**config.mk**
```make
export PLATFORM = sky130hd
export DESIGN_NAME = pipeTop
export DESIGN_NICKNAME = d
export VERILOG_FILES = /design/src/verilog/pipePkg.sv /design/src/verilog/hazardUnit.sv /design/src/verilog/stageReg.sv /design/src/verilog/fetchUnit.sv /design/src/verilog/pipeTop.sv
export VERILOG_INCLUDE_DIRS = /design/src /design/src/include
export SDC_FILE = /design/constraint.sdc
export NUM_CORES = 1
export LEC_CHECK = 0
export BUFFER_PORTS_ARGS = -buffer_cell sky130_fd_sc_hd__clkbuf_2
export CORE_AREA = 2 2 136 138
export CTS_CLUSTER_DIAMETER = 80
export DETAILED_ROUTE_END_ITERATION = 16
export DIE_AREA = 0 0 138 140
export GPL_ROUTABILITY_DRIVEN = 1
export PLACE_DENSITY_LB_ADDON = 0.15
export SLEW_MARGIN = 15
export SYNTH_ARGS = -nofsm -noshare
export SYNTH_HDL_FRONTEND = slang
export SYNTH_HIERARCHICAL = 1
export SYNTH_SLANG_ARGS = --single-unit
```
**constraint.sdc**
```tcl
create_clock -name clk -period 8.5 [get_ports clk]
set_input_delay 0.425 -clock clk [delete_from_list [all_inputs] [get_ports clk]]
set_output_delay 0.425 -clock clk [all_outputs]
set_load 0.01 [all_outputs]
```
**src/include/pipe_settings.svh**
```systemverilog
`ifndef PIPE_SETTINGS_SVH
`define PIPE_SETTINGS_SVH

// Slot field widths
`define PIPE_PC_WIDTH    16
`define PIPE_EPOCH_WIDTH 4
`define PIPE_SEQ_WIDTH   8

// Sequential fetch increment
`define PIPE_PC_STEP     4

// Handler entry for exceptions at M and W
`define PIPE_EXCP_VECTOR 16'h0100

`endif

```
**src/verilog/pipePkg.sv**
```systemverilog
`default_nettype none

`include "pipe_settings.svh"

package pipePkg;

    // ~~~~~~~~~~~~~~~~~~~~~~~~~~~~~~~~~~~~~~~~~~~~~~~~~~~~~~~~~~~~~~~~~~~~~~~~~~~
    // Instruction slots. valid must stay the first field
    // ~~~~~~~~~~~~~~~~~~~~~~~~~~~~~~~~~~~~~~~~~~~~~~~~~~~~~~~~~~~~~~~~~~~~~~~~~~~

    typedef struct packed {
        logic                         valid;
        logic [`PIPE_PC_WIDTH-1:0]    pc;
        logic [`PIPE_EPOCH_WIDTH-1:0] epoch;
    } frontSlot;

    // Same leading fields as frontSlot, issue number appended
    typedef struct packed {
        logic                         valid;
        logic [`PIPE_PC_WIDTH-1:0]    pc;
        logic [`PIPE_EPOCH_WIDTH-1:0] epoch;
        logic [`PIPE_SEQ_WIDTH-1:0]   seq;
    } backSlot;

    // ~~~~~~~~~~~~~~~~~~~~~~~~~~~~~~~~~~~~~~~~~~~~~~~~~~~~~~~~~~~~~~~~~~~~~~~~~~~
    // Hazard events and redirect targets
    // ~~~~~~~~~~~~~~~~~~~~~~~~~~~~~~~~~~~~~~~~~~~~~~~~~~~~~~~~~~~~~~~~~~~~~~~~~~~

    typedef struct packed {
        logic branchD;
        logic branchM;
        logic iWait;      // I-cache miss
        logic dWait;      // D-cache miss
        logic eWait;      // Multi-cycle execute
        logic overflowI;  // Issue queue full
        logic excpM;
        logic excpW;
    } hazardEvents;

    typedef struct packed {
        logic [`PIPE_PC_WIDTH-1:0] branchTargetD;
        logic [`PIPE_PC_WIDTH-1:0] branchTargetM;
    } redirectReq;

    typedef enum logic [1:0] {
        redirNone    = 2'd0,
        redirBranchD = 2'd1,
        redirBranchM = 2'd2,
        redirExcp    = 2'd3
    } redirectKind;

    // Per-stage stall and flush, plus the fetch redirect request
    typedef struct packed {
        logic        stallF;
        logic        stallF2;
        logic        flushF2;
        logic        stallD;
        logic        flushD;
        logic        stallI;
        logic        flushI;
        logic        stallE;
        logic        flushE;
        logic        stallM;
        logic        flushM;
        logic        stallM2;
        logic        flushM2;
        logic        flushW;
        logic        redirectValid;
        redirectKind redirectSel;
    } hazardCtrl;

endpackage

`default_nettype wire

```
**src/verilog/hazardUnit.sv**
```systemverilog
`timescale 1ns/1ps
`default_nettype none

module hazardUnit (
    input  logic                 clk,
    input  logic                 reset,
    input  pipePkg::hazardEvents events,
    output pipePkg::hazardCtrl   ctrl
);

    // Redirects hidden behind an I-cache miss
    logic excpPend;
    logic branchMPend;
    logic branchDPend;
    logic excpPendNext;
    logic branchMPendNext;
    logic branchDPendNext;
    logic excpAny;

    assign excpAny = events.excpM | events.excpW;

    always_ff @(posedge clk) begin
        if (reset) begin
            excpPend    <= 1'b0;
            branchMPend <= 1'b0;
            branchDPend <= 1'b0;
        end else begin
            excpPend    <= excpPendNext;
            branchMPend <= branchMPendNext;
            branchDPend <= branchDPendNext;
        end
    end

    // ~~~~~~~~~~~~~~~~~~~~~~~~~~~~~~~~~~~~~~~~~~~~~~~~~~~~~~~~~~~~~~~~~~~~~~~~~~~
    // Fixed priority decision, first match wins
    // ~~~~~~~~~~~~~~~~~~~~~~~~~~~~~~~~~~~~~~~~~~~~~~~~~~~~~~~~~~~~~~~~~~~~~~~~~~~

    always_comb begin
        ctrl             = '0;
        ctrl.redirectSel = pipePkg::redirNone;
        excpPendNext     = excpPend;
        branchMPendNext  = branchMPend;
        branchDPendNext  = branchDPend;

        if (excpAny) begin
            ctrl.flushF2       = 1'b1;
            ctrl.flushD        = 1'b1;
            ctrl.flushI        = 1'b1;
            ctrl.flushE        = 1'b1;
            ctrl.flushM        = 1'b1;
            ctrl.redirectValid = 1'b1;
            ctrl.redirectSel   = pipePkg::redirExcp;
            if (events.excpW) begin  // Faulting slot already past M
                ctrl.flushM2 = 1'b1;
                ctrl.flushW  = 1'b1;
            end
            if (events.iWait) begin
                ctrl.stallF  = 1'b1;
                excpPendNext = 1'b1;
            end
        end else if (events.dWait) begin
            ctrl.stallF   = 1'b1;
            ctrl.stallF2  = 1'b1;
            ctrl.stallD   = 1'b1;
            ctrl.stallI   = 1'b1;
            ctrl.stallE   = 1'b1;
            ctrl.stallM   = 1'b1;
            ctrl.flushM2  = 1'b1;  // Bubble below the held load
        end else if (events.branchM) begin
            ctrl.flushF2       = 1'b1;
            ctrl.flushD        = 1'b1;
            ctrl.flushI        = 1'b1;
            ctrl.flushE        = 1'b1;
            ctrl.flushM        = 1'b1;
            ctrl.redirectValid = 1'b1;
            ctrl.redirectSel   = pipePkg::redirBranchM;
            if (events.iWait) begin
                ctrl.stallF     = 1'b1;
                branchMPendNext = 1'b1;
            end
        end else if (events.eWait) begin
            ctrl.stallF  = 1'b1;
            ctrl.stallF2 = 1'b1;
            ctrl.stallD  = 1'b1;
            ctrl.stallI  = 1'b1;
            ctrl.stallE  = 1'b1;
            ctrl.flushM  = 1'b1;
        end else if (events.overflowI) begin
            ctrl.stallF  = 1'b1;
            ctrl.stallF2 = 1'b1;
            ctrl.stallD  = 1'b1;
            ctrl.stallI  = 1'b1;
        end else if (events.branchD) begin
            ctrl.flushF2       = 1'b1;
            ctrl.flushD        = 1'b1;
            ctrl.redirectValid = 1'b1;
            ctrl.redirectSel   = pipePkg::redirBranchD;
            if (events.iWait) begin
                ctrl.stallF     = 1'b1;
                branchDPendNext = 1'b1;
            end
        end else if (events.iWait) begin
            ctrl.stallF  = 1'b1;
            ctrl.flushF2 = 1'b1;
        end

        // Replay the front-end flush once the miss is over
        if (excpPend && !ctrl.stallF) begin
            ctrl.flushF2 = 1'b1;
            ctrl.flushD  = 1'b1;
            excpPendNext = 1'b0;
        end
        if (branchMPend && !(events.iWait || events.eWait)) begin
            ctrl.flushF2    = 1'b1;
            ctrl.flushD     = 1'b1;
            branchMPendNext = 1'b0;
        end
        if (branchDPend && !events.iWait) begin
            ctrl.flushF2    = 1'b1;
            ctrl.flushD     = 1'b1;
            branchDPendNext = 1'b0;
        end
    end

endmodule

`default_nettype wire

```
**src/verilog/stageReg.sv**
```systemverilog
`timescale 1ns/1ps
`default_nettype none

module stageReg #(
    parameter type payloadT = pipePkg::frontSlot
) (
    input  logic    clk,
    input  logic    reset,
    input  logic    stall,
    input  logic    flush,
    input  payloadT d,
    output payloadT q
);

    // valid is the leading field, so it lands on the top bit
    localparam int ValidBit = $bits(payloadT) - 1;

    // Flush over stall over load; only valid is cleared
    always_ff @(posedge clk) begin
        if (reset) begin
            q[ValidBit] <= 1'b0;
        end else if (flush) begin
            q[ValidBit] <= 1'b0;
        end else if (!stall) begin
            q <= d;
        end
    end

endmodule

`default_nettype wire

```
**src/verilog/fetchUnit.sv**
```systemverilog
`timescale 1ns/1ps
`default_nettype none

`include "pipe_settings.svh"

module fetchUnit (
    input  logic                clk,
    input  logic                reset,
    input  pipePkg::hazardCtrl  ctrl,
    input  pipePkg::redirectReq targets,
    output pipePkg::frontSlot   fetchOut
);

    localparam logic [`PIPE_PC_WIDTH-1:0] PcStep = `PIPE_PC_WIDTH'(`PIPE_PC_STEP);

    logic [`PIPE_PC_WIDTH-1:0]    pc;
    logic [`PIPE_PC_WIDTH-1:0]    reqTarget;
    logic [`PIPE_PC_WIDTH-1:0]    pendTarget;
    logic                         pendValid;
    logic [`PIPE_EPOCH_WIDTH-1:0] epoch;

    always_comb begin
        case (ctrl.redirectSel)
            pipePkg::redirBranchD: reqTarget = targets.branchTargetD;
            pipePkg::redirBranchM: reqTarget = targets.branchTargetM;
            pipePkg::redirExcp:    reqTarget = `PIPE_EXCP_VECTOR;
            default:               reqTarget = pc + PcStep;
        endcase
    end

    always_ff @(posedge clk) begin
        if (reset) begin
            pc        <= '0;
            epoch     <= '0;
            pendValid <= 1'b0;
        end else if (ctrl.stallF) begin
            if (ctrl.redirectValid) begin  // Park it until fetch is free
                pendTarget <= reqTarget;
                pendValid  <= 1'b1;
            end
        end else if (ctrl.redirectValid) begin  // Newest redirect wins
            pc        <= reqTarget;
            epoch     <= epoch + 1'b1;
            pendValid <= 1'b0;
        end else if (pendValid) begin
            pc        <= pendTarget;
            epoch     <= epoch + 1'b1;
            pendValid <= 1'b0;
        end else begin
            pc <= pc + PcStep;
        end
    end

    assign fetchOut = '{valid: !ctrl.stallF, pc: pc, epoch: epoch};

endmodule

`default_nettype wire

```
**src/verilog/pipeTop.sv**
```systemverilog
`timescale 1ns/1ps
`default_nettype none

`include "pipe_settings.svh"

module pipeTop (
    input  logic                 clk,
    input  logic                 reset,
    input  pipePkg::hazardEvents events,
    input  pipePkg::redirectReq  targets,
    output pipePkg::backSlot     retire,
    output pipePkg::hazardCtrl   ctrl
);

    pipePkg::frontSlot fetchOut;
    pipePkg::frontSlot f2Q;
    pipePkg::frontSlot dQ;
    pipePkg::backSlot  iIn;
    pipePkg::backSlot  iQ;
    pipePkg::backSlot  eIn;
    pipePkg::backSlot  eQ;
    pipePkg::backSlot  mQ;
    pipePkg::backSlot  m2Q;

    logic [`PIPE_SEQ_WIDTH-1:0] seqCnt;
    logic                       issueFire;

    hazardUnit u_hazard (
        .clk    (clk),
        .reset  (reset),
        .events (events),
        .ctrl   (ctrl)
    );

    fetchUnit u_fetch (
        .clk      (clk),
        .reset    (reset),
        .ctrl     (ctrl),
        .targets  (targets),
        .fetchOut (fetchOut)
    );

    // ~~~~~~~~~~~~~~~~~~~~~~~~~~~~~~~~~~~~~~~~~~~~~~~~~~~~~~~~~~~~~~~~~~~~~~~~~~~
    // Front end stages F2 and D
    // ~~~~~~~~~~~~~~~~~~~~~~~~~~~~~~~~~~~~~~~~~~~~~~~~~~~~~~~~~~~~~~~~~~~~~~~~~~~

    stageReg #(.payloadT(pipePkg::frontSlot)) u_f2 (
        .clk   (clk),
        .reset (reset),
        .stall (ctrl.stallF2),
        .flush (ctrl.flushF2),
        .d     (fetchOut),
        .q     (f2Q)
    );

    stageReg #(.payloadT(pipePkg::frontSlot)) u_d (
        .clk   (clk),
        .reset (reset),
        .stall (ctrl.stallD),
        .flush (ctrl.flushD),
        .d     (f2Q),
        .q     (dQ)
    );

    // ~~~~~~~~~~~~~~~~~~~~~~~~~~~~~~~~~~~~~~~~~~~~~~~~~~~~~~~~~~~~~~~~~~~~~~~~~~~
    // Stamp each slot entering I with the next sequence number
    // ~~~~~~~~~~~~~~~~~~~~~~~~~~~~~~~~~~~~~~~~~~~~~~~~~~~~~~~~~~~~~~~~~~~~~~~~~~~

    assign issueFire = dQ.valid && !ctrl.stallI && !ctrl.flushI;

    always_ff @(posedge clk) begin
        if (reset) begin
            seqCnt <= '0;
        end else if (issueFire) begin
            seqCnt <= seqCnt + 1'b1;
        end
    end

    assign iIn = '{valid: dQ.valid, pc: dQ.pc, epoch: dQ.epoch, seq: seqCnt};

    stageReg #(.payloadT(pipePkg::backSlot)) u_i (
        .clk   (clk),
        .reset (reset),
        .stall (ctrl.stallI),
        .flush (ctrl.flushI),
        .d     (iIn),
        .q     (iQ)
    );

    // I held on issue overflow while E drains, so E must not copy it
    always_comb begin
        eIn       = iQ;
        eIn.valid = iQ.valid && !ctrl.stallI;
    end

    // ~~~~~~~~~~~~~~~~~~~~~~~~~~~~~~~~~~~~~~~~~~~~~~~~~~~~~~~~~~~~~~~~~~~~~~~~~~~
    // Back end stages E, M, M2 and W
    // ~~~~~~~~~~~~~~~~~~~~~~~~~~~~~~~~~~~~~~~~~~~~~~~~~~~~~~~~~~~~~~~~~~~~~~~~~~~

    stageReg #(.payloadT(pipePkg::backSlot)) u_e (
        .clk   (clk),
        .reset (reset),
        .stall (ctrl.stallE),
        .flush (ctrl.flushE),
        .d     (eIn),
        .q     (eQ)
    );

    stageReg #(.payloadT(pipePkg::backSlot)) u_m (
        .clk   (clk),
        .reset (reset),
        .stall (ctrl.stallM),
        .flush (ctrl.flushM),
        .d     (eQ),
        .q     (mQ)
    );

    stageReg #(.payloadT(pipePkg::backSlot)) u_m2 (
        .clk   (clk),
        .reset (reset),
        .stall (ctrl.stallM2),
        .flush (ctrl.flushM2),
        .d     (mQ),
        .q     (m2Q)
    );

    stageReg #(.payloadT(pipePkg::backSlot)) u_w (
        .clk   (clk),
        .reset (reset),
        .stall (1'b0),  // W never holds
        .flush (ctrl.flushW),
        .d     (m2Q),
        .q     (retire)
    );

endmodule

`default_nettype wire

```
==> out/metrics.cfg, run 1 <==
[die]
start_util_pct = 49.11
core_um2 = 17780
fp.dieW_um = 138
io_pins = 88
fp-row-count = 49
die_area_um2 = 19320
die_y_um = 140

[timing]
fmax_mhz = 407.6
clock_skew_ps = 12.36
finalCritPeriodShare_pct = 28.86
relSlewSlack_pct = 43.28
setup-tns-final_ps = 0
hold_ws_ps = 239.6
period_needed_ps = 2453
rsz0062_at_grt = false
hold_violations = 0
setup-violations-final = 0
finalMaxSlewViolations = 0
tightest_slew_ps = 849.0

[synth]
yosysTopAreaCell = edfxtp_1
synth-main-ff-cell = edfxtp_1
synth.avg_cell_area_um2 = 15.51
synth_area_leaders = edfxtp_1 (67%), dfxtp_1 (8.9%), mux2i_1 (1.9%)
synth_most_common_cell = edfxtp_1
netlist_area_um2 = 8732
yosysWarnings = 6
async_flop_share_pct = 0
synth_seq_cells = 235
yosysSeqAreaShare_pct = 76.34
synth_top_cells_by_count = edfxtp_1 (196), dfxtp_1 (39), a21oi_1 (33), nand2_1 (31), nor2_1 (26)
synth_edf_count = 196
synth_cells = 563
synth.top_cell.area_share_pct = 67.40
synth.distinct_cells = 67

[global_routing]
grt_pass1_vias = 4565
grt_use_total_pct = 14.29
met1_usage_pct = 19.85
antenna_found_initial = 0
use_met2_pct = 23.01
grt_first_pass_wirelength_um = 22980
met3_usage_pct = 2.940
grt-ovfl-total = 0
grt_max_degree = 49
top_usage_layer = met2

[power_and_ir_drop]
swShare_pct = 20.18
switchingPower_uw = 480.1
p_leak_nw = 3.563
p_seq_share_pct = 54.4
peakVddDrop_mv = 0.1753
power.internal_mw = 1.899
p_per_area_nw_per_um2 = 233.9
clkPwrFrac_pct = 40.7
p_comb_share_pct = 4.9

[routing]
wl_um = 13770
drc = 0
first_pass_iters = 5
vias = 4702
drt_iter0_drc = 279
vias_per_cell = 5.184
ant_nets = 0
wl_per_cell_um = 15.19

[clock_network]
cts_root_buffer = clkbuf_16
cts_sinks = 235
ctsResizeCount = 0
ctsHoldBuffers = 0
clockBufferDepth = 3
clock_latency_ps = 490
cts_tree = built
post_cts_buffers = 0
htreeDepth = 1
cts_buffers = 23
path_clk_slew_ps = 70

[setup_path]
path_max_fanout = 16
cp-start-kind = primary input
r2r_setup_slack_ps = 6430
required_ps = 8910
worstSetupEndpointType = register
worst_path_max_delay_cell = nor2b_1
reg2reg_from = u_fetch/pc[2]$_SDFFE_PP0N_
max_stage_delay_ps = 710
worst_r2r_endpoint = u_fetch/pc[14]$_SDFFE_PP0N_
crit_arrival_ps = 2870
cp_common_cell = o21ai_1
cp_cell_sequence = clkbuf_2 -> nor3_4 -> nand2_1 -> o21ai_1 -> buf_4 -> nor2b_1 -> a22oi_1 -> o21ai_0 -> o21ai_1 -> a221oi_2
worstSetupStartpoint = events[3]
worst-r2r-cell-count = 6
critPathKind = primary input to register
endpoint = u_fetch/pc[13]$_SDFFE_PP0N_

[cells_and_area]
antennaDiodeCount = 0
areaGrowthSynthToFinish_pct = 16.52
design_area_um2 = 10170
finalNonFillerCells = 907
drive_gt1_share_pct = 25.07
nNetsFinal = 707
final_util_pct = 57.23

[min_path]
min_from = targets[17]
min_path_type = primary input to register

[job]
cap_violations = 0

[placed_design]
gp_congestion = 0.8125
port_buffers = 86
dp_hpwl_um = 9294
placed_area_um2 = 9437
placed_cells = 866

[outcome]
outcome = complete, no violations

layout by cell type, fill, tap and decap left out, types with 3 or more instances in the layout:
master	Yosys	final
nor3_2	8	16
o21ai_1	7	8
buf_4	8	12
nor3_1	14	6
or3_2	3	3
conb_1	2	3
nand3_1	13	13
o211ai_1	5	5
inv_1	16	16
ha_1	3	3
edfxtp_1	196	196
and2_1	5	5
nand4_1	3	3
a22o_1	5	5
nand2b_1	5	5
o31ai_1	4	4
dfxtp_1	39	39
a22oi_1	7	7
clkinvlp_4	0	3
nor2b_1	7	7
clkbuf_2	0	86
clkbuf_1	8	8
nor2_1	26	26
xnor2_1	6	6
o21a_1	3	3
xor2_1	6	6
or2_2	3	3
clkbuf_16	0	23
nand2_1	31	31
o21ai_0	23	22
mux2i_1	17	17
o22ai_1	4	4
a21oi_1	33	33
kinds of logic after synthesis:
family | share of synthesized area (%)
flops | 76.34
simple gates | 9.328
compound gates | 8.038
buf+inv | 2.493
mux | 2.078
xor+xnor | 1.204
fa+ha+maj | 0.4299
other cells | 0.08600
how the worst min path moves through the flow:
stage	end	slack [ps]	cells past startpoint
after floorplan	u_d/q[0]$_DFFE_PP_	400	0
after global placement	u_w/q[6]$_DFFE_PP_	400	0
after detailed placement	u_d/q[10]$_DFFE_PP_	400	0
after CTS	u_fetch/pendTarget[1]$_DFFE_PP_	220	3
after global routing	u_fetch/pendTarget[1]$_DFFE_PP_	250	3
final	u_fetch/pendTarget[1]$_DFFE_PP_	240	3
sequential cells by signal (all words and copies together) (netlist names), 4 cells and up:
register and cells:
u_d/q 21, u_fetch/pc 16, u_fetch/epoch 4, u_w/q 29, u_fetch/pendTarget 16, u_e/q 29
u_f2/q 21, u_m/q 29, seqCnt 8, u_m2/q 29, u_i/q 29
routing by layer:
layer  routed length, um  part of all wire [%]  vias up
met4                 202                   1.5        0
met3                 824                   6.0       16
met2                6560                    48      145
met1                6187                    45     2217
met5                   0                     0        -
li1                    -                     -     2324
power groups by stage:
| stage | logic, mW | registers [mW] | clock network, mW |
|---|---|---|---|
| 2_1_floorplan | 0.0782 | 1.31 | 0 |
| 3_3_place_gp | 0.114 | 1.32 | 0 |
| 3_5_place_dp | 0.116 | 1.32 | 0 |
| 4_1_cts | 0.116 | 1.30 | 0.997 |
| 5_1_grt | 0.129 | 1.30 | 1.05 |
| 6_report | 0.116 | 1.30 | 0.968 |
critical path: cells and delay by family:
kind / cells / cell delay [ps]
AO/OA/AOI/OAI: 5 / 910
buffers and inverters: 2 / 370
AND/OR/NAND/NOR: 3 / 1150
metrics by stage:
step	worst slack, ps	total power, mW
2_1_floorplan	5025	1.392
3_3_place_gp	5616	1.432
3_5_place_dp	5534	1.436
4_1_cts	6055	2.408
5_1_grt	5837	2.475
6_report	6047	2.379
final cells by class:
| cell class | instances | area (um2) |
|---|---|---|
| clock buffer | 33 | 633.1 |
| tap | 229 | 286.5 |
| clock inverter | 8 | 105.1 |
| inverter | 19 | 71.32 |
| timing repair buffer | 98 | 520.5 |
| sequential | 235 | 6666 |
| multi-input combinational | 285 | 1892 |
| fill | 1378 | 7605 |
No activity file was read; power rests on OpenSTA's default activity.
==> inputs of run 2 (changes only) <==
--- a/config.mk
+++ b/config.mk
@@ -6,6 +6,7 @@
 export SDC_FILE = /design/constraint.sdc
 export NUM_CORES = 1
 export LEC_CHECK = 0
+export ABC_AREA = 1
 export BUFFER_PORTS_ARGS = -buffer_cell sky130_fd_sc_hd__clkbuf_2
 export CORE_AREA = 2 2 136 138
 export CTS_CLUSTER_DIAMETER = 80
==> constraint.sdc (replaced) <==
create_clock -name clk -period 2.1 [get_ports clk]
set_input_delay 0.105 -clock clk [delete_from_list [all_inputs] [get_ports clk]]
set_output_delay 0.105 -clock clk [all_outputs]
set_load 0.01 [all_outputs]
==> run 2 against run 1 <==
  * Cell count rose by 16%
  * Worst setup slack got worse by 6000 ps
  * Worst hold slack got worse by 220 ps
  * Clock skew rose by 1.1 ps
  * Die area did not move
  * Routed wire length fell by 4.3%
  * Sequential power rose to 4.0 times the previous value
  * Largest power group unchanged
==> out/metrics.cfg, run 2 <==
[timing]
hold_violations = 0  ; unchanged
relSlewSlack_pct = 57.44  ; +14 points
worst_slack_ps = 73.71  ; -5973 ps
finalCritPeriodShare_pct = 96.49
period_needed_ps = 2026
finalMaxSlewViolations = 0  ; unchanged
setup-violations-final = 0  ; unchanged
rsz0062_at_grt = true
clock_skew_ps = 13.46  ; +1.097 ps
tightest_slew_ps = 638.4  ; -210.6 ps
setup-tns-final_ps = 0  ; unchanged
fmax_mhz = 493.5

[die]
core_um2 = 17780  ; unchanged
fp-row-count = 49  ; unchanged
fp.dieW_um = 138  ; unchanged
die_y_um = 140  ; unchanged
die_area_um2 = 19320  ; unchanged
io_pins = 88  ; unchanged
start_util_pct = 49.63  ; +0.51 points

[routing]
drt_iter0_drc = 239  ; -14%
first_pass_iters = 5  ; unchanged
ant_nets = 0  ; unchanged
drc = 0  ; unchanged
wl_per_cell_um = 12.51  ; -18%
vias_per_cell = 4.693  ; -9.5%
vias = 4946  ; +5.2%
wl_um = 13180  ; -4.3%

[synth]
synth.avg_cell_area_um2 = 13.31  ; -14%
synth_area_leaders = edfxtp_1 (67%), dfxtp_1 (8.8%), nand2_1 (5.1%)
netlist_area_um2 = 8823  ; +1.0%
synth_cells = 663  ; +18%
yosysWarnings = 6  ; unchanged
synth_top_cells_by_count = edfxtp_1 (196), nand2_1 (121), inv_1 (60), nor2_1 (43), dfxtp_1 (39)
yosysTopAreaCell = edfxtp_1
synth_edf_count = 196  ; unchanged
synth.distinct_cells = 40  ; -40%
yosysSeqAreaShare_pct = 75.55  ; -0.79 points
synth_seq_cells = 235  ; unchanged
async_flop_share_pct = 0  ; unchanged
synth-main-ff-cell = edfxtp_1
synth_most_common_cell = edfxtp_1
synth.top_cell.area_share_pct = 66.70  ; -0.70 points

[clock_network]
clock_latency_ps = 510  ; +20 ps
clockBufferDepth = 3  ; unchanged
cts_tree = built
cts_root_buffer = clkbuf_16
cts_sinks = 235  ; unchanged
htreeDepth = 1  ; unchanged
cts_buffers = 23  ; unchanged
path_clk_slew_ps = 60  ; about the same

[power_and_ir_drop]
power.internal_mw = 7.605  ; +300%
swShare_pct = 20.71  ; +0.53 points
switchingPower_mw = 1.986  ; +310%
p_leak_nw = 4.029  ; +13%
peakVddDrop_mv = 0.9103  ; +420%
p_comb_share_pct = 5.5  ; +0.6 points
clkPwrFrac_pct = 39.8  ; -0.9 points
p_per_area_nw_per_um2 = 894.1  ; +280%
p_seq_share_pct = 54.7  ; +0.3 points

[outcome]
outcome = complete, no violations

[global_routing]
met1_usage_pct = 17.11  ; -2.7 points
top_usage_layer = met2
antenna_found_initial = 0  ; unchanged
grt_first_pass_wirelength_um = 22620  ; -1.6%
grt_pass1_vias = 4840  ; +6.0%
grt-ovfl-total = 0  ; unchanged
grt_use_total_pct = 13.89  ; -0.40 points
use_met2_pct = 24.36  ; +1.4 points
grt_max_degree = 29  ; -41%
met3_usage_pct = 3.145  ; +0.21 points

[cells_and_area]
design_area_um2 = 10730  ; +5.4%
antennaDiodeCount = 0  ; unchanged
nNetsFinal = 853  ; +21%
areaGrowthSynthToFinish_pct = 21.58
finalNonFillerCells = 1054  ; +16%
final_util_pct = 60.34  ; +3.1 points
drive_gt1_share_pct = 25.58  ; +0.50 points
final_common_cell = edfxtp_1
final_cell_mix = edfxtp_1 (196), nand2_1 (121), clkbuf_2 (86)

[setup_path]
reg2reg_from = u_fetch/pc[2]$_SDFFE_PP0N_
worst_r2r_endpoint = u_fetch/pendTarget[6]$_DFFE_PP_
cp-start-kind = primary input
required_ps = 2500  ; -6410 ps
worstSetupEndpointType = register
path_max_fanout = 15  ; -1
endpoint = u_fetch/pc[14]$_SDFFE_PP0N_
r2r_setup_slack_ps = 160  ; -6270 ps
worstSetupStartpoint = events[7]
critPathKind = primary input to register
worst-r2r-cell-count = 6  ; unchanged
crit_arrival_ps = 2430  ; -440 ps

[placed_design]
dp_hpwl_um = 9013  ; -3.0%
placed_cells = 976  ; +13%
pre_cts_slack_ps = 322.1  ; -5212 ps
port_buffers = 86  ; unchanged
gp_congestion = 0.8512  ; +4.8%
placed_area_um2 = 9644  ; +2.2%

[min_path]
min_path_type = primary input to register

[job]
cap_violations = 0  ; unchanged

-- run 2: changes by cell type after synthesis, moves of 16 or more --
cell	before	now
inv_1	16	60
mux2i_1	17	0
nand2_1	31	121
nand2_2	0	19
nand3_1	13	31
nor2_1	26	43
nor2_2	1	17
-- run 2: worst min path at each step --
| stage | start | end | slack (ps) | cells past startpoint |
|---|---|---|---|---|
| floorplan | reset | seqCnt[1]$_SDFFE_PP0P_ | 170 | 1 |
| global placement | u_e/q[3]$_DFFE_PP_ | u_m/q[3]$_DFFE_PP_ | 400 | 0 |
| detailed placement | u_f2/q[13]$_DFFE_PP_ | u_d/q[13]$_DFFE_PP_ | 400 | 0 |
| CTS | targets[29] | u_fetch/pendTarget[13]$_DFFE_PP_ | 3 | 4 |
| global route | targets[29] | u_fetch/pendTarget[13]$_DFFE_PP_ | 30 | 4 |
| finish | targets[29] | u_fetch/pendTarget[13]$_DFFE_PP_ | 20 | 4 |
-- run 2: kinds of logic (layout without fill, tap and decap cells) --
family	count (synthesis)	after routing	synth area share (%)
AOI/OAI and AO/OA	71	71	5.063
xor gates and xnor gates	7	7	0.9502
adders and majority gates	3	3	0.4255
buffers and inverters	89	249	4.353
DFF	235	235	75.55
other	2	4	0.08511
and+or+nand+nor	256	256	13.57
-- run 2: layout make-up --
class | instances | area, um2
fillers | 1424 | 7052
inverters | 71 | 271.5
clock inverters | 7 | 80.08
clock buffers | 35 | 630.6
well taps | 229 | 286.5
repair buffers | 136 | 930.9
multi-input cells | 341 | 1861
flip-flops and latches | 235 | 6668
-- run 2: power by group through the flow --
stage,sequential [mW],clock (mW),combinational (mW)
2_1_floorplan,5.33,0,0.309
3_3_place_gp,5.34,0,0.459
3_5_place_dp,5.34,0,0.471
4_1_cts,5.24,3.93,0.528
5_1_grt,5.26,4.13,0.591
6_report,5.24,3.82,0.529
-- run 2: repair_timing --
action                                  4_1_cts  5_1_grt
hold buffers                                 35        0
gates resized for setup                       0        6
buffers inserted                              0        1
endpoints found under the setup margin        0       15
endpoints found under the hold margin        22        0
-- run 2: critical path: stages --
cell and delay, ps:
dlygate4sd3_1 520, clkbuf_2 130, nand3_2 100, o21ai_2 170, buf_4 150, inv_2 30
nand2_1 90, inv_4 90, a22o_1 200, dlygate4sd3_1 560, inv_1 60, nand2_1 60
a21oi_1 120, nor2_1 50
-- run 2: per-layer routing --
| layer | part of all wire, % | vias up |
|---|---|---|
| met5 | 0 | - |
| met4 | 2.7 | 0 |
| met3 | 4.9 | 30 |
| met2 | 49 | 120 |
| met1 | 44 | 2233 |
| li1 | - | 2563 |
-- run 2: metrics by stage --
step	hold WS, ps	power (mW)
2_1_floorplan	174.1	5.638
3_3_place_gp	400.2	5.795
3_5_place_dp	404.5	5.813
4_1_cts	2.745	9.700
5_1_grt	26.72	9.975
6_report	20.17	9.592
==> inputs of run 3 (changes only) <==
==> constraint.sdc (replaced) <==
create_clock -name clk -period 2.1 [get_ports clk]
set_input_delay 0.42 -clock clk [delete_from_list [all_inputs] [get_ports clk]]
set_output_delay 0.42 -clock clk [all_outputs]
set_load 0.01 [all_outputs]
==> run 3 against run 2 <==
  * Core utilization down 1.1 points
  * Clock skew down 1.1 ps
  * Largest cell class unchanged
  * Critical path type is now primary input to output pin
  * Routed wire length up 0.75%
  * Worst hold slack better by 220 ps
  * Power grew 2.5%
  * First-iteration DRC count grew 23%
  * Worst setup slack better by 61 ps
  * Critical path depth down 7
  * Clock power rose by 7.1%
==> out/metrics.cfg, run 3 (synthesis results as in run 2) <==
[setup_path]
cp-start-kind = primary input
worst-r2r-cell-count = 9  ; +3
crit_arrival_ps = 1540  ; -890 ps
worstSetupEndpointType = output pin
required_ps = 1680  ; -820 ps
path_max_fanout = 7  ; -8
critPathKind = primary input to output pin

[timing]
finalCritPeriodShare_pct = 93.57  ; -2.9 points
finalMaxSlewViolations = 0  ; unchanged
fmax_mhz = 508.9  ; +3.1%
setup-violations-final = 0  ; unchanged
hold_violations = 0  ; unchanged
period_needed_ps = 1965  ; -61.42 ps
setup-tns-final_ps = 0  ; unchanged
rsz0062_at_grt = false
clock_skew_ps = 12.34  ; -1.115 ps
tightest_slew_ps = 633.8  ; -4.627 ps
relSlewSlack_pct = 57.75  ; +0.31 points

[clock_network]
cts_root_buffer = clkbuf_16
clock_latency_ps = 490  ; -20 ps
clockBufferDepth = 3  ; unchanged
ctsHoldBuffers = 0  ; -100%
cts_buffers = 23  ; unchanged
cts_sinks = 235  ; unchanged
htreeDepth = 1  ; unchanged
post_cts_buffers = 0  ; unchanged
path_clk_slew_ps = 60  ; about the same
ctsResizeCount = 0  ; unchanged
cts_tree = built

[routing]
ant_nets = 0  ; unchanged
vias = 4908  ; -0.77%
drc = 0  ; unchanged
drt_iter0_drc = 294  ; +23%
vias_per_cell = 4.802  ; +2.3%
wl_per_cell_um = 13.00  ; +3.9%
first_pass_iters = 4  ; -1
wl_um = 13280  ; +0.75%

[power_and_ir_drop]
p_leak_nw = 3.923  ; -2.6%
total_power_mw = 9.833  ; +2.5%
p_per_area_nw_per_um2 = 933.5  ; +4.4%
peakVddDrop_mv = 0.6552  ; -28%

[placed_design]
port_buffers = 86  ; unchanged
dp_hpwl_um = 9289  ; +3.1%
placed_area_um2 = 9766  ; +1.3%
gp_congestion = 0.8847  ; +3.9%

[global_routing]
grt-ovfl-total = 0  ; unchanged
grt_first_pass_wirelength_um = 22940  ; +1.4%
grt_pass1_vias = 4752  ; -1.8%
antenna_found_initial = 0  ; unchanged
grt_use_total_pct = 14.19  ; +0.30 points
grt_max_degree = 29  ; unchanged

[job]
cap_violations = 0  ; unchanged

[cells_and_area]
design_area_um2 = 10530  ; -1.8%
antennaDiodeCount = 0  ; unchanged
final_cell_mix = edfxtp_1 (196), nand2_1 (121), clkbuf_2 (86)
final_common_cell = edfxtp_1
drive_gt1_share_pct = 27.24  ; +1.7 points
nNetsFinal = 822  ; -3.6%
areaGrowthSynthToFinish_pct = 19.37

[die]
fp-row-count = 49  ; unchanged
start_util_pct = 49.63  ; unchanged
die_y_um = 140  ; unchanged
fp.dieW_um = 138  ; unchanged
io_pins = 88  ; unchanged
core_um2 = 17780  ; unchanged
die_area_um2 = 19320  ; unchanged

[min_path]
min_path_type = primary input to register
hold_depth = 3  ; -1

[outcome]
outcome = complete, no violations

-- run 3: changes by cell type in the layout (fill, tap and decap cells not counted), moves of 3 or more --
cell,delta
dlygate4sd3_1,-35
clkbuf_1,-6
buf_12,+5
bufinv_16,+3
nor3_2,-3
nor3_4,+3
-- run 3: cell type report --
| cell class | instances | area (um2) |
|---|---|---|
| clock buffer | 28 | 594.3 |
| clock inverter | 13 | 172.7 |
| fill | 1465 | 7247 |
| inverter | 71 | 266.5 |
| multi-input combinational | 341 | 1873 |
| sequential | 235 | 6666 |
| tap | 229 | 286.5 |
| timing repair buffer | 105 | 673.1 |
-- run 3: worst paths after layout --
| path | from | to | slack (ps) |
|---|---|---|---|
| worst max register to register | u_fetch/pc[2]$_SDFFE_PP0N_ | u_fetch/pc[10]$_SDFFE_PP0N_ | 440 |
| worst max-delay path | events[0] | ctrl[9] | 140 |
| worst min-delay path | targets[1] | u_fetch/pendTarget[1]$_DFFE_PP_ | 240 |
| worst min register to register | u_m/q[25]$_DFFE_PP_ | u_m2/q[25]$_DFFE_PP_ | 410 |
-- run 3: stage by stage --
step | hold WS (ps) | setup slack, ps | cells | util, %
after detailed placement | 404.5 | 45.62 | 981 | 54.93
final | 243.9 | 135.1 | 1022 | 59.24
after floorplan | 400.3 | -45.26 | 665 | -
after global routing | 249.3 | 53.16 | 1022 | 59.24
after global placement | 401.0 | 66.00 | 981 | 54.93
after CTS | 222.8 | 139.6 | 1022 | 59.24
-- run 3: power by group --
part           internal [mW]  switching [mW]
logic                  0.186           0.313
clock network           2.51            1.58
registers               5.17          0.0683
-- run 3: routing by layer --
| metal | vias up | wire length (um) | global-route usage (%) |
|---|---|---|---|
| li1 | 2497 | - | - |
| met1 | 2250 | 5729 | 18.75 |
| met2 | 139 | 6476 | 23.74 |
| met3 | 22 | 793 | 2.769 |
| met4 | 0 | 284 | 4.995 |
| met5 | - | 0 | 0 |
-- run 3: critical path, cell delays in order --
cell	delay (ps)
clkbuf_2	140
inv_2	80
nand2_2	80
nor2_2	140
inv_1	140
nor2_1	330
clkbuf_2	210
